===== config.mk =====
export PLATFORM = sky130hd
export DESIGN_NAME = lsuTop
export DESIGN_NICKNAME = d
export VERILOG_FILES = /design/src/common/axiLitePkg.sv /design/src/common/lsuPkg.sv /design/src/hw/exAgu.sv /design/src/hw/lsu/lsuTimer.sv /design/src/hw/lsu/lsuCtrl.sv /design/src/hw/lsu/lsuBusPort.sv /design/src/hw/lsuTop.sv
export VERILOG_INCLUDE_DIRS = /design/src /design/src/common
export SDC_FILE = /design/constraint.sdc
export NUM_CORES = 1
export LEC_CHECK = 0
export ABC_AREA = 1
export BUFFER_PORTS_ARGS = -buffer_cell sky130_fd_sc_hd__buf_2
export CORE_MARGIN = 2
export CORE_UTILIZATION = 52
export CTS_BUF_LIST = sky130_fd_sc_hd__clkbuf_16
export CTS_CLUSTER_DIAMETER = 30
export DETAILED_ROUTE_END_ITERATION = 6
export GPL_TIMING_DRIVEN = 0
export PLACE_DENSITY = 0.83
export RECOVER_POWER = 50
export SLEW_MARGIN = 20
export SYNTH_ARGS = -nofsm -noshare
export SYNTH_HDL_FRONTEND = slang
export SYNTH_SLANG_ARGS = --single-unit

===== constraint.sdc =====
create_clock -name clock -period 5.89 [get_ports clock]
set_input_delay 1.178 -clock clock [delete_from_list [all_inputs] [get_ports clock]]
set_output_delay 1.178 -clock clock [all_outputs]
set_load 0.05 [all_outputs]

===== src/common/lsu_defs.svh =====
// load/store unit parameters
// address, bus and index widths, plus the response wait limit

`ifndef LSU_DEFS_SVH
`define LSU_DEFS_SVH

// virtual address width, three 16-bit AGU segments
`define LSU_ADDR_W 48

// AXI4-Lite data bus width
`define LSU_DATA_W 32

// index bits taken before extension
`define LSU_IDX_W 33

// cycles to wait for B or R before giving up
`define LSU_TIMEOUT 64

`endif


===== src/common/axiLitePkg.sv =====
// AXI4-Lite channel payloads
// valid and ready travel as separate ports next to these

`include "lsu_defs.svh"

package axiLitePkg;

	typedef logic [`LSU_ADDR_W-1:0]   axiAddr_t;
	typedef logic [`LSU_DATA_W-1:0]   axiData_t;
	typedef logic [`LSU_DATA_W/8-1:0] axiStrb_t;

	typedef enum logic [1:0]
	{
		OKAY   = 2'b00,
		EXOKAY = 2'b01,
		SLVERR = 2'b10,
		DECERR = 2'b11
	} axiResp_e;

	typedef struct packed
	{
		axiAddr_t addr;
		logic [2:0] prot;
	} axiAw_t;

	typedef struct packed
	{
		axiData_t data;
		axiStrb_t strb;
	} axiW_t;

	typedef struct packed
	{
		axiResp_e resp;
	} axiB_t;

	typedef struct packed
	{
		axiAddr_t addr;
		logic [2:0] prot;
	} axiAr_t;

	typedef struct packed
	{
		axiData_t data;
		axiResp_e resp;
	} axiR_t;

endpackage


===== src/common/lsuPkg.sv =====
// load/store unit types
// address and data vectors, FSM state, command and response structs

`include "lsu_defs.svh"

package lsuPkg;

	typedef logic [`LSU_ADDR_W-1:0] addr_t;
	typedef logic [`LSU_DATA_W-1:0] data_t;

	// index shift, x1 x2 x4 x8
	typedef logic [1:0] scale_t;

	// same order as the old B/W/L/Q type field, no quad here
	typedef enum logic [1:0]
	{
		BYTE = 2'd0,
		WORD = 2'd1,
		LONG = 2'd2
	} size_e;

	typedef enum logic [1:0]
	{
		OK         = 2'd0,
		MISALIGNED = 2'd1,
		BUS_ERROR  = 2'd2,
		TIMEOUT    = 2'd3
	} status_e;

	typedef enum logic [1:0]
	{
		IDLE      = 2'd0,
		ISSUE     = 2'd1,
		WAIT_RESP = 2'd2,
		DONE      = 2'd3
	} lsuState_e;

	typedef struct packed
	{
		addr_t  base;
		addr_t  index;
		scale_t scale;
		logic   zeroExt;
		logic   wide;
		size_e  size;
		logic   write;
		data_t  wdata;
	} lsuCmd_t;

	typedef struct packed
	{
		status_e status;
		data_t   rdata;
	} lsuRsp_t;

endpackage


===== src/hw/exAgu.sv =====
// scaled-index address generator
// base + (extended index << scale), added in three carry-select segments

`timescale 1ns/1ps

`include "lsu_defs.svh"

module exAgu
(
	input  lsuPkg::addr_t  base,
	input  lsuPkg::addr_t  index,
	input  lsuPkg::scale_t scale,
	input  logic           zeroExt,
	input  logic           wide,
	output lsuPkg::addr_t  addr
);

	localparam int SEG_W = `LSU_ADDR_W / 3;
	localparam logic [SEG_W:0] ONE = 1;

	logic           extBit;
	lsuPkg::addr_t  extIdx;
	lsuPkg::addr_t  scIdx;
	logic [SEG_W:0] sumLo;
	logic [SEG_W:0] sumMid0;
	logic [SEG_W:0] sumMid1;
	logic [SEG_W:0] sumHi0;
	logic [SEG_W:0] sumHi1;
	logic           carryMid;
	logic           carryHi;
	logic [SEG_W-1:0] segMid;
	logic [SEG_W-1:0] segHi;

	always_comb
	begin
		// only the low 33 index bits count
		extBit = zeroExt ? 1'b0 : index[`LSU_IDX_W-1];
		extIdx = {{(`LSU_ADDR_W-`LSU_IDX_W){extBit}}, index[`LSU_IDX_W-1:0]};

		case (scale)
			2'd0: scIdx = extIdx;
			2'd1: scIdx = {extIdx[`LSU_ADDR_W-2:0], 1'b0};
			2'd2: scIdx = {extIdx[`LSU_ADDR_W-3:0], 2'b0};
			default: scIdx = {extIdx[`LSU_ADDR_W-4:0], 3'b0};
		endcase

		// low segment, plain add
		sumLo = {1'b0, base[SEG_W-1:0]} + {1'b0, scIdx[SEG_W-1:0]};

		// upper segments computed for both carry-ins up front
		sumMid0 = {1'b0, base[2*SEG_W-1:SEG_W]} + {1'b0, scIdx[2*SEG_W-1:SEG_W]};
		sumMid1 = sumMid0 + ONE;
		sumHi0  = {1'b0, base[3*SEG_W-1:2*SEG_W]} + {1'b0, scIdx[3*SEG_W-1:2*SEG_W]};
		sumHi1  = sumHi0 + ONE;

		// select chain, carry ripples through the muxes only
		carryMid = sumLo[SEG_W];
		segMid   = carryMid ? sumMid1[SEG_W-1:0] : sumMid0[SEG_W-1:0];
		carryHi  = carryMid ? sumMid1[SEG_W] : sumMid0[SEG_W];

		// narrow mode keeps the top 16 bits clear
		segHi = '0;
		if (wide)
		begin
			segHi = carryHi ? sumHi1[SEG_W-1:0] : sumHi0[SEG_W-1:0];
		end

		addr = {segHi, segMid, sumLo[SEG_W-1:0]};
	end

endmodule


===== src/hw/lsu/lsuTimer.sv =====
// response wait timer
// counts while run is high, flags expiry at the timeout count

`timescale 1ns/1ps

`include "lsu_defs.svh"

module lsuTimer
(
	input  logic clock,
	input  logic rst,
	input  logic run,
	output logic expired
);

	localparam int CNT_W = $clog2(`LSU_TIMEOUT + 1);

	logic [CNT_W-1:0] count;

	// clears on expiry too, so the flag never outlives the wait
	always_ff @(posedge clock)
	begin
		if (rst || !run || expired)
		begin
			count <= '0;
		end
		else
		begin
			count <= count + 1'b1;
		end
	end

	assign expired = (count == CNT_W'(`LSU_TIMEOUT));

	// controller must still be waiting when the limit hits
	aExpRun: assert property (@(posedge clock) disable iff (rst)
		expired |-> run);

endmodule


===== src/hw/lsu/lsuCtrl.sv =====
// load/store sequencer
// accept, alignment check, bus phases, timeout and response hold

`timescale 1ns/1ps

module lsuCtrl
(
	input  logic              clock,
	input  logic              rst,
	input  logic              cmdValid,
	input  logic              rspReady,
	input  logic              misaligned,
	input  logic              write,
	input  logic              addrDone,
	input  logic              respDone,
	input  logic              expired,
	output logic              cmdReady,
	output logic              rspValid,
	output logic              load,
	output logic              issue,
	output logic              waitResp,
	output logic              timerRun,
	output lsuPkg::lsuState_e state,
	output logic              timedOut
);

	lsuPkg::lsuState_e nextState;

	always_ff @(posedge clock)
	begin
		if (rst)
		begin
			state <= lsuPkg::IDLE;
		end
		else
		begin
			state <= nextState;
		end
	end

	always_comb
	begin
		nextState = state;
		case (state)
			lsuPkg::IDLE:
			begin
				if (cmdValid)
				begin
					nextState = lsuPkg::ISSUE;
				end
			end
			lsuPkg::ISSUE:
			begin
				// misaligned skips the bus, answer straight away
				if (misaligned)
				begin
					nextState = lsuPkg::DONE;
				end
				else if (addrDone)
				begin
					nextState = lsuPkg::WAIT_RESP;
				end
			end
			lsuPkg::WAIT_RESP:
			begin
				if (respDone || expired)
				begin
					nextState = lsuPkg::DONE;
				end
			end
			default:
			begin
				// hold the response until taken
				if (rspReady)
				begin
					nextState = lsuPkg::IDLE;
				end
			end
		endcase
	end

	// remember why WAIT_RESP ended, a real response wins a tie
	always_ff @(posedge clock)
	begin
		if (rst || load)
		begin
			timedOut <= 1'b0;
		end
		else if (waitResp && expired && !respDone)
		begin
			timedOut <= 1'b1;
		end
	end

	assign cmdReady = (state == lsuPkg::IDLE);
	assign load     = cmdReady && cmdValid;
	assign issue    = (state == lsuPkg::ISSUE) && !misaligned;
	assign waitResp = (state == lsuPkg::WAIT_RESP);
	assign timerRun = waitResp;
	assign rspValid = (state == lsuPkg::DONE);

	// response must not be withdrawn
	aRspHold: assert property (@(posedge clock) disable iff (rst)
		rspValid && !rspReady |=> rspValid);

	// no accept while anything is in flight or pending
	aReadyIdle: assert property (@(posedge clock) disable iff (rst)
		cmdReady |-> (state == lsuPkg::IDLE) && !rspValid && !timerRun);

	// an accepted command carries a known direction
	aDirKnown: assert property (@(posedge clock) disable iff (rst)
		load |-> !$isunknown(write));

endmodule


===== src/hw/lsu/lsuBusPort.sv =====
// AXI4-Lite master datapath
// holds the access, drives the channels, lanes and strobes, builds the response

`timescale 1ns/1ps

`include "lsu_defs.svh"

module lsuBusPort
(
	input  logic               clock,
	input  logic               rst,
	input  logic               load,
	input  logic               issue,
	input  logic               waitResp,
	input  logic               timedOut,
	input  lsuPkg::lsuCmd_t    cmd,
	input  lsuPkg::addr_t      addr,
	output axiLitePkg::axiAw_t aw,
	output logic               awValid,
	input  logic               awReady,
	output axiLitePkg::axiW_t  w,
	output logic               wValid,
	input  logic               wReady,
	input  axiLitePkg::axiB_t  b,
	input  logic               bValid,
	output logic               bReady,
	output axiLitePkg::axiAr_t ar,
	output logic               arValid,
	input  logic               arReady,
	input  axiLitePkg::axiR_t  r,
	input  logic               rValid,
	output logic               rReady,
	output logic               misaligned,
	output logic               addrDone,
	output logic               respDone,
	output lsuPkg::lsuRsp_t    rsp
);

	localparam int LANE_W = $clog2(`LSU_DATA_W / 8);

	lsuPkg::addr_t        addrQ;
	lsuPkg::size_e        sizeQ;
	logic                 writeQ;
	lsuPkg::data_t        wdataQ;
	lsuPkg::data_t        rdataQ;
	logic                 respErrQ;
	logic                 awDone;
	logic                 wDone;
	logic                 arDone;
	logic [LANE_W-1:0]    lane;
	axiLitePkg::axiStrb_t strb;
	lsuPkg::data_t        laneData;
	lsuPkg::data_t        loadData;

	function automatic logic isErr(axiLitePkg::axiResp_e resp);
		return (resp == axiLitePkg::SLVERR) || (resp == axiLitePkg::DECERR);
	endfunction

	// access payload, captured at accept
	always_ff @(posedge clock)
	begin
		if (load)
		begin
			addrQ  <= addr;
			sizeQ  <= cmd.size;
			writeQ <= cmd.write;
			wdataQ <= cmd.wdata;
		end
	end

	// per-channel completion, AW and W may finish in either order
	always_ff @(posedge clock)
	begin
		if (rst || load)
		begin
			awDone <= 1'b0;
			wDone  <= 1'b0;
			arDone <= 1'b0;
		end
		else
		begin
			awDone <= awDone || (awValid && awReady);
			wDone  <= wDone || (wValid && wReady);
			arDone <= arDone || (arValid && arReady);
		end
	end

	// response capture, store leaves rdata at zero
	always_ff @(posedge clock)
	begin
		if (load)
		begin
			rdataQ   <= '0;
			respErrQ <= 1'b0;
		end
		else if (bValid && bReady)
		begin
			respErrQ <= isErr(b.resp);
		end
		else if (rValid && rReady)
		begin
			rdataQ   <= loadData;
			respErrQ <= isErr(r.resp);
		end
	end

	assign lane = addrQ[LANE_W-1:0];

	always_comb
	begin
		// natural alignment per size
		case (sizeQ)
			lsuPkg::WORD: misaligned = addrQ[0];
			lsuPkg::LONG: misaligned = |addrQ[LANE_W-1:0];
			default: misaligned = 1'b0;
		endcase

		// strobe picks the lanes, stray upper bits stay masked
		case (sizeQ)
			lsuPkg::BYTE: strb = axiLitePkg::axiStrb_t'(1) << lane;
			lsuPkg::WORD: strb = axiLitePkg::axiStrb_t'(3) << lane;
			default: strb = '1;
		endcase
		laneData = wdataQ << {lane, 3'b000};

		// load lane down to bit 0, zero extended
		loadData = r.data >> {lane, 3'b000};
		case (sizeQ)
			lsuPkg::BYTE: loadData = {{(`LSU_DATA_W-8){1'b0}}, loadData[7:0]};
			lsuPkg::WORD: loadData = {{(`LSU_DATA_W-16){1'b0}}, loadData[15:0]};
			default: loadData = loadData;
		endcase

		// cause priority, local faults before bus faults
		if (misaligned)
			rsp.status = lsuPkg::MISALIGNED;
		else if (timedOut)
			rsp.status = lsuPkg::TIMEOUT;
		else if (respErrQ)
			rsp.status = lsuPkg::BUS_ERROR;
		else
			rsp.status = lsuPkg::OK;
		rsp.rdata = rdataQ;
	end

	// plain data access, unprivileged, secure
	assign aw = '{addr: addrQ, prot: 3'b000};
	assign ar = '{addr: addrQ, prot: 3'b000};
	assign w  = '{data: laneData, strb: strb};

	assign awValid  = issue && writeQ && !awDone;
	assign wValid   = issue && writeQ && !wDone;
	assign arValid  = issue && !writeQ && !arDone;
	assign bReady   = waitResp && writeQ;
	assign rReady   = waitResp && !writeQ;
	assign addrDone = writeQ ? (awDone && wDone) : arDone;
	assign respDone = (bValid && bReady) || (rValid && rReady);

	// valids must stay up until the slave takes them
	aAwHold: assert property (@(posedge clock) disable iff (rst)
		awValid && !awReady |=> awValid);
	aWHold: assert property (@(posedge clock) disable iff (rst)
		wValid && !wReady |=> wValid);
	aArHold: assert property (@(posedge clock) disable iff (rst)
		arValid && !arReady |=> arValid);

endmodule


===== src/hw/lsuTop.sv =====
// load/store unit top
// AGU, sequencer, timeout timer and AXI4-Lite bus port

`timescale 1ns/1ps

module lsuTop
(
	input  logic               clock,
	input  logic               rst,
	input  logic               cmdValid,
	output logic               cmdReady,
	input  lsuPkg::lsuCmd_t    cmd,
	output logic               rspValid,
	input  logic               rspReady,
	output lsuPkg::lsuRsp_t    rsp,
	output axiLitePkg::axiAw_t aw,
	output logic               awValid,
	input  logic               awReady,
	output axiLitePkg::axiW_t  w,
	output logic               wValid,
	input  logic               wReady,
	input  axiLitePkg::axiB_t  b,
	input  logic               bValid,
	output logic               bReady,
	output axiLitePkg::axiAr_t ar,
	output logic               arValid,
	input  logic               arReady,
	input  axiLitePkg::axiR_t  r,
	input  logic               rValid,
	output logic               rReady
);

	lsuPkg::addr_t effAddr;
	logic          load;
	logic          issue;
	logic          waitResp;
	logic          timerRun;
	logic          timedOut;
	logic          expired;
	logic          misaligned;
	logic          addrDone;
	logic          respDone;

	// address from the live command, captured by the bus port on accept
	exAgu i_agu
	(
		.base    (cmd.base),
		.index   (cmd.index),
		.scale   (cmd.scale),
		.zeroExt (cmd.zeroExt),
		.wide    (cmd.wide),
		.addr    (effAddr)
	);

	// state not needed at this level
	lsuCtrl i_ctrl
	(
		.clock      (clock),
		.rst        (rst),
		.cmdValid   (cmdValid),
		.rspReady   (rspReady),
		.misaligned (misaligned),
		.write      (cmd.write),
		.addrDone   (addrDone),
		.respDone   (respDone),
		.expired    (expired),
		.cmdReady   (cmdReady),
		.rspValid   (rspValid),
		.load       (load),
		.issue      (issue),
		.waitResp   (waitResp),
		.timerRun   (timerRun),
		.state      (),
		.timedOut   (timedOut)
	);

	lsuTimer i_timer
	(
		.clock   (clock),
		.rst     (rst),
		.run     (timerRun),
		.expired (expired)
	);

	lsuBusPort i_busPort
	(
		.clock      (clock),
		.rst        (rst),
		.load       (load),
		.issue      (issue),
		.waitResp   (waitResp),
		.timedOut   (timedOut),
		.cmd        (cmd),
		.addr       (effAddr),
		.aw         (aw),
		.awValid    (awValid),
		.awReady    (awReady),
		.w          (w),
		.wValid     (wValid),
		.wReady     (wReady),
		.b          (b),
		.bValid     (bValid),
		.bReady     (bReady),
		.ar         (ar),
		.arValid    (arValid),
		.arReady    (arReady),
		.r          (r),
		.rValid     (rValid),
		.rReady     (rReady),
		.misaligned (misaligned),
		.addrDone   (addrDone),
		.respDone   (respDone),
		.rsp        (rsp)
	);

endmodule


==> flow_summary.ini <==
[cts]
clk_latency_ns = 0.41
h-tree-depth = 4
cts_buffers = 17
hold_buffers = 0
cts_max_path_buffers = 2
cts_resized = 0
path_clk_slew_ns = 0.06
cts.sinks = 129
cts_tree = built
clock-root-buffer = clkbuf_16
postCtsSetupBuffers = 0

[status]
failed_checks = capacitance limit, slew limit
status = finished with violations

[floorplan]
start_util_pct = 53.2
die_w_um = 145
ios = 359
die_h_um = 145
die_area_um2 = 21100
core_um2 = 19500
std_cell_rows = 51

[sta]
fin_setup_tns_ns = 0
fin_crit_ns = 4.70
skew_ns = 0.00740
setup_viol = 0
finalWorstSetupSlack_ns = 1.19
slew_headroom_pct = -33.6
hold_viol = 0
worstMarginPinSlew_ns = 2.00
fin_crit_sh_pct = 79.8
max_freq_mhz = 213
drv_slew = 34
hold_ws_ns = 0.463
rsz0062_at_grt = no

[worst_hold_path]
min_path_type = register to register

[placed_design]
dpl-instance-area_um2 = 12500
gp_congestion = 0.958
io_buffers = 334
place_ws_ns = 0.867
dp_hpwl_um = 26200
placed_cells = 2075

[grt]
first_global_vias = 10500
grt_pass1_wl_um = 52600
grt_remaining_overflow = 0
grt_max_degree = 60
grtUsageTotal_pct = 30.5
grt_antenna_before_repair = 0

[synth]
synth.area.top_cells = edfxtp_1, nand2_1, dfxtp_1
ys_ff_latch = 129
synth_edf_count = 83
synthDominantCellAreaShare_pct = 24.0
ys_seq_area_share_pct = 32.8
avgSynthCellArea_um2 = 7.07
synthCells = 1470
yosysWarnings = 0
netlist_area_um2 = 10400
yosysMostFrequentCell = nand2_1
synth_top_cell_by_area = edfxtp_1
synthTopCellsByCount = nand2_1, inv_1, nor2_1, nand3_1, a21oi_1
synth_cell_types = 50
async_reset_ff_share_pct = 0
synth_ff_type = edfxtp_1

[route]
antenna_left = 0
drt_pass1_iterations = 6
routed-via-count = 11300
viasPerCell = 5.35
routed_wl_um = 33000
routedWlPerCell_um = 15.6
drc_errors = 0
drtIter0Drc = 807

[pwr]
p_per_area_nw_per_um2 = 388
finalPower_mw = 5.01
vdd_drop_max_mv = 0.210
cellLeakagePower_nw = 6.31

[final_layout]
layout-drive-gt1-share_pct = 19.6
synthToLayoutAreaGrowth_pct = 24.2
fin_nets = 2072
final_cells = 2108
final_util_pct = 66.2
finalInstanceArea_um2 = 12900

[setup_path]
critPathLaunchType = input port
cp_data_arrival_time_ns = 4.83
critPathKind = input port to register
required_ns = 6.02
worstPathMaxFanout = 10
end_kind = register

[job]
cap_violations = 1
-- final cells by class --
| class | count | area (um2) |
|---|---|---|
| plain buffers | 95 | 593 |
| fillers | 1747 | 6610 |
| diodes | 1 | 2.50 |
| flip-flops and latches | 129 | 3410 |
| repair buffers | 335 | 1560 |
| clock buffers | 17 | 425 |
| well taps | 265 | 332 |
| multi-input cells | 1044 | 5640 |
| inverters | 207 | 777 |
| clock inverters | 15 | 183 |
-- logic make-up after synthesis --
| kind of cell | count (synthesis) | share of synthesized area, % |
|---|---|---|
| fa+ha+maj | 63 | 7.80 |
| other cells | 1 | 0.0361 |
| compound gates | 233 | 13.6 |
| simple gates | 700 | 28.8 |
| buf+inv | 302 | 13.2 |
| flops | 129 | 32.8 |
| xor+xnor | 42 | 3.75 |
-- sequential cells by signal (all words and copies together) (netlist names), 2 cells and up --
register / flops
i_busPort.addrQ: 48
i_busPort.rdataQ: 32
i_busPort.wdataQ: 32
i_timer.count: 7
i_busPort.sizeQ: 2
i_ctrl.state: 2
-- power breakdown --
group	internal, mW	total [mW]	switching [mW]
clock	0.672	1.09	0.414
sequential	1.21	1.33	0.114
combinational	0.634	2.60	1.96
total	2.52	5.01	2.49
-- critical path, stage by stage --
cell and delay, ns:
clkbuf_1 0.24, nand2_1 0.30, clkbuf_1 0.33, o21ai_0 0.36, ha_1 0.29, inv_1 0.07
fa_1 0.40, inv_1 0.12, nand3_1 0.10, nand2_1 0.13, nand3_1 0.11, nand3_1 0.09
nand2_1 0.05, nand2_1 0.17, nand2_1 0.14, nor2_4 0.17, nand2_2 0.08, nand2_4 0.11
nand2_4 0.10, buf_12 0.16, nand2_2 0.06, a21oi_2 0.06
-- worst paths after layout --
| check | from | endpoint | slack [ns] | depth (start not counted) |
|---|---|---|---|---|
| worst max-delay path | cmd[38] | i_busPort.addrQ[41]$_SDFFCE_PN0P_ | 1.19 | 22 |
| worst min-delay path | i_timer.count[0]$_SDFF_PP0_ | i_timer.count[0]$_SDFF_PP0_ | 0.46 | 1 |
| worst max register to register | i_ctrl.state[1]$_SDFFE_PP0P_ | i_busPort.addrQ[0]$_DFFE_PP_ | 2.46 | 6 |
| worst min register to register | i_timer.count[0]$_SDFF_PP0_ | i_timer.count[0]$_SDFF_PP0_ | 0.46 | 1 |
-- cells in the final DEF, fill, tap and decap left out, drive strengths merged, types with 55 or more instances in the layout --
| master | count |
|---|---|
| clkbuf | 166 |
| inv | 208 |
| edfxtp | 83 |
| buf | 281 |
| o21ai | 55 |
| a21oi | 102 |
| nand3 | 106 |
| ha | 60 |
| nand2 | 401 |
| nor2 | 144 |
-- layer usage --
layer	vias to the layer above	share of wire, %	track usage [%]
met5	-	0	0
met4	0	3.4	11.7
met3	84	8.1	5.08
met2	610	48	52.0
met1	5080	40	38.9
li1	5506	-	-
Power figures use the tool's default switching activity.
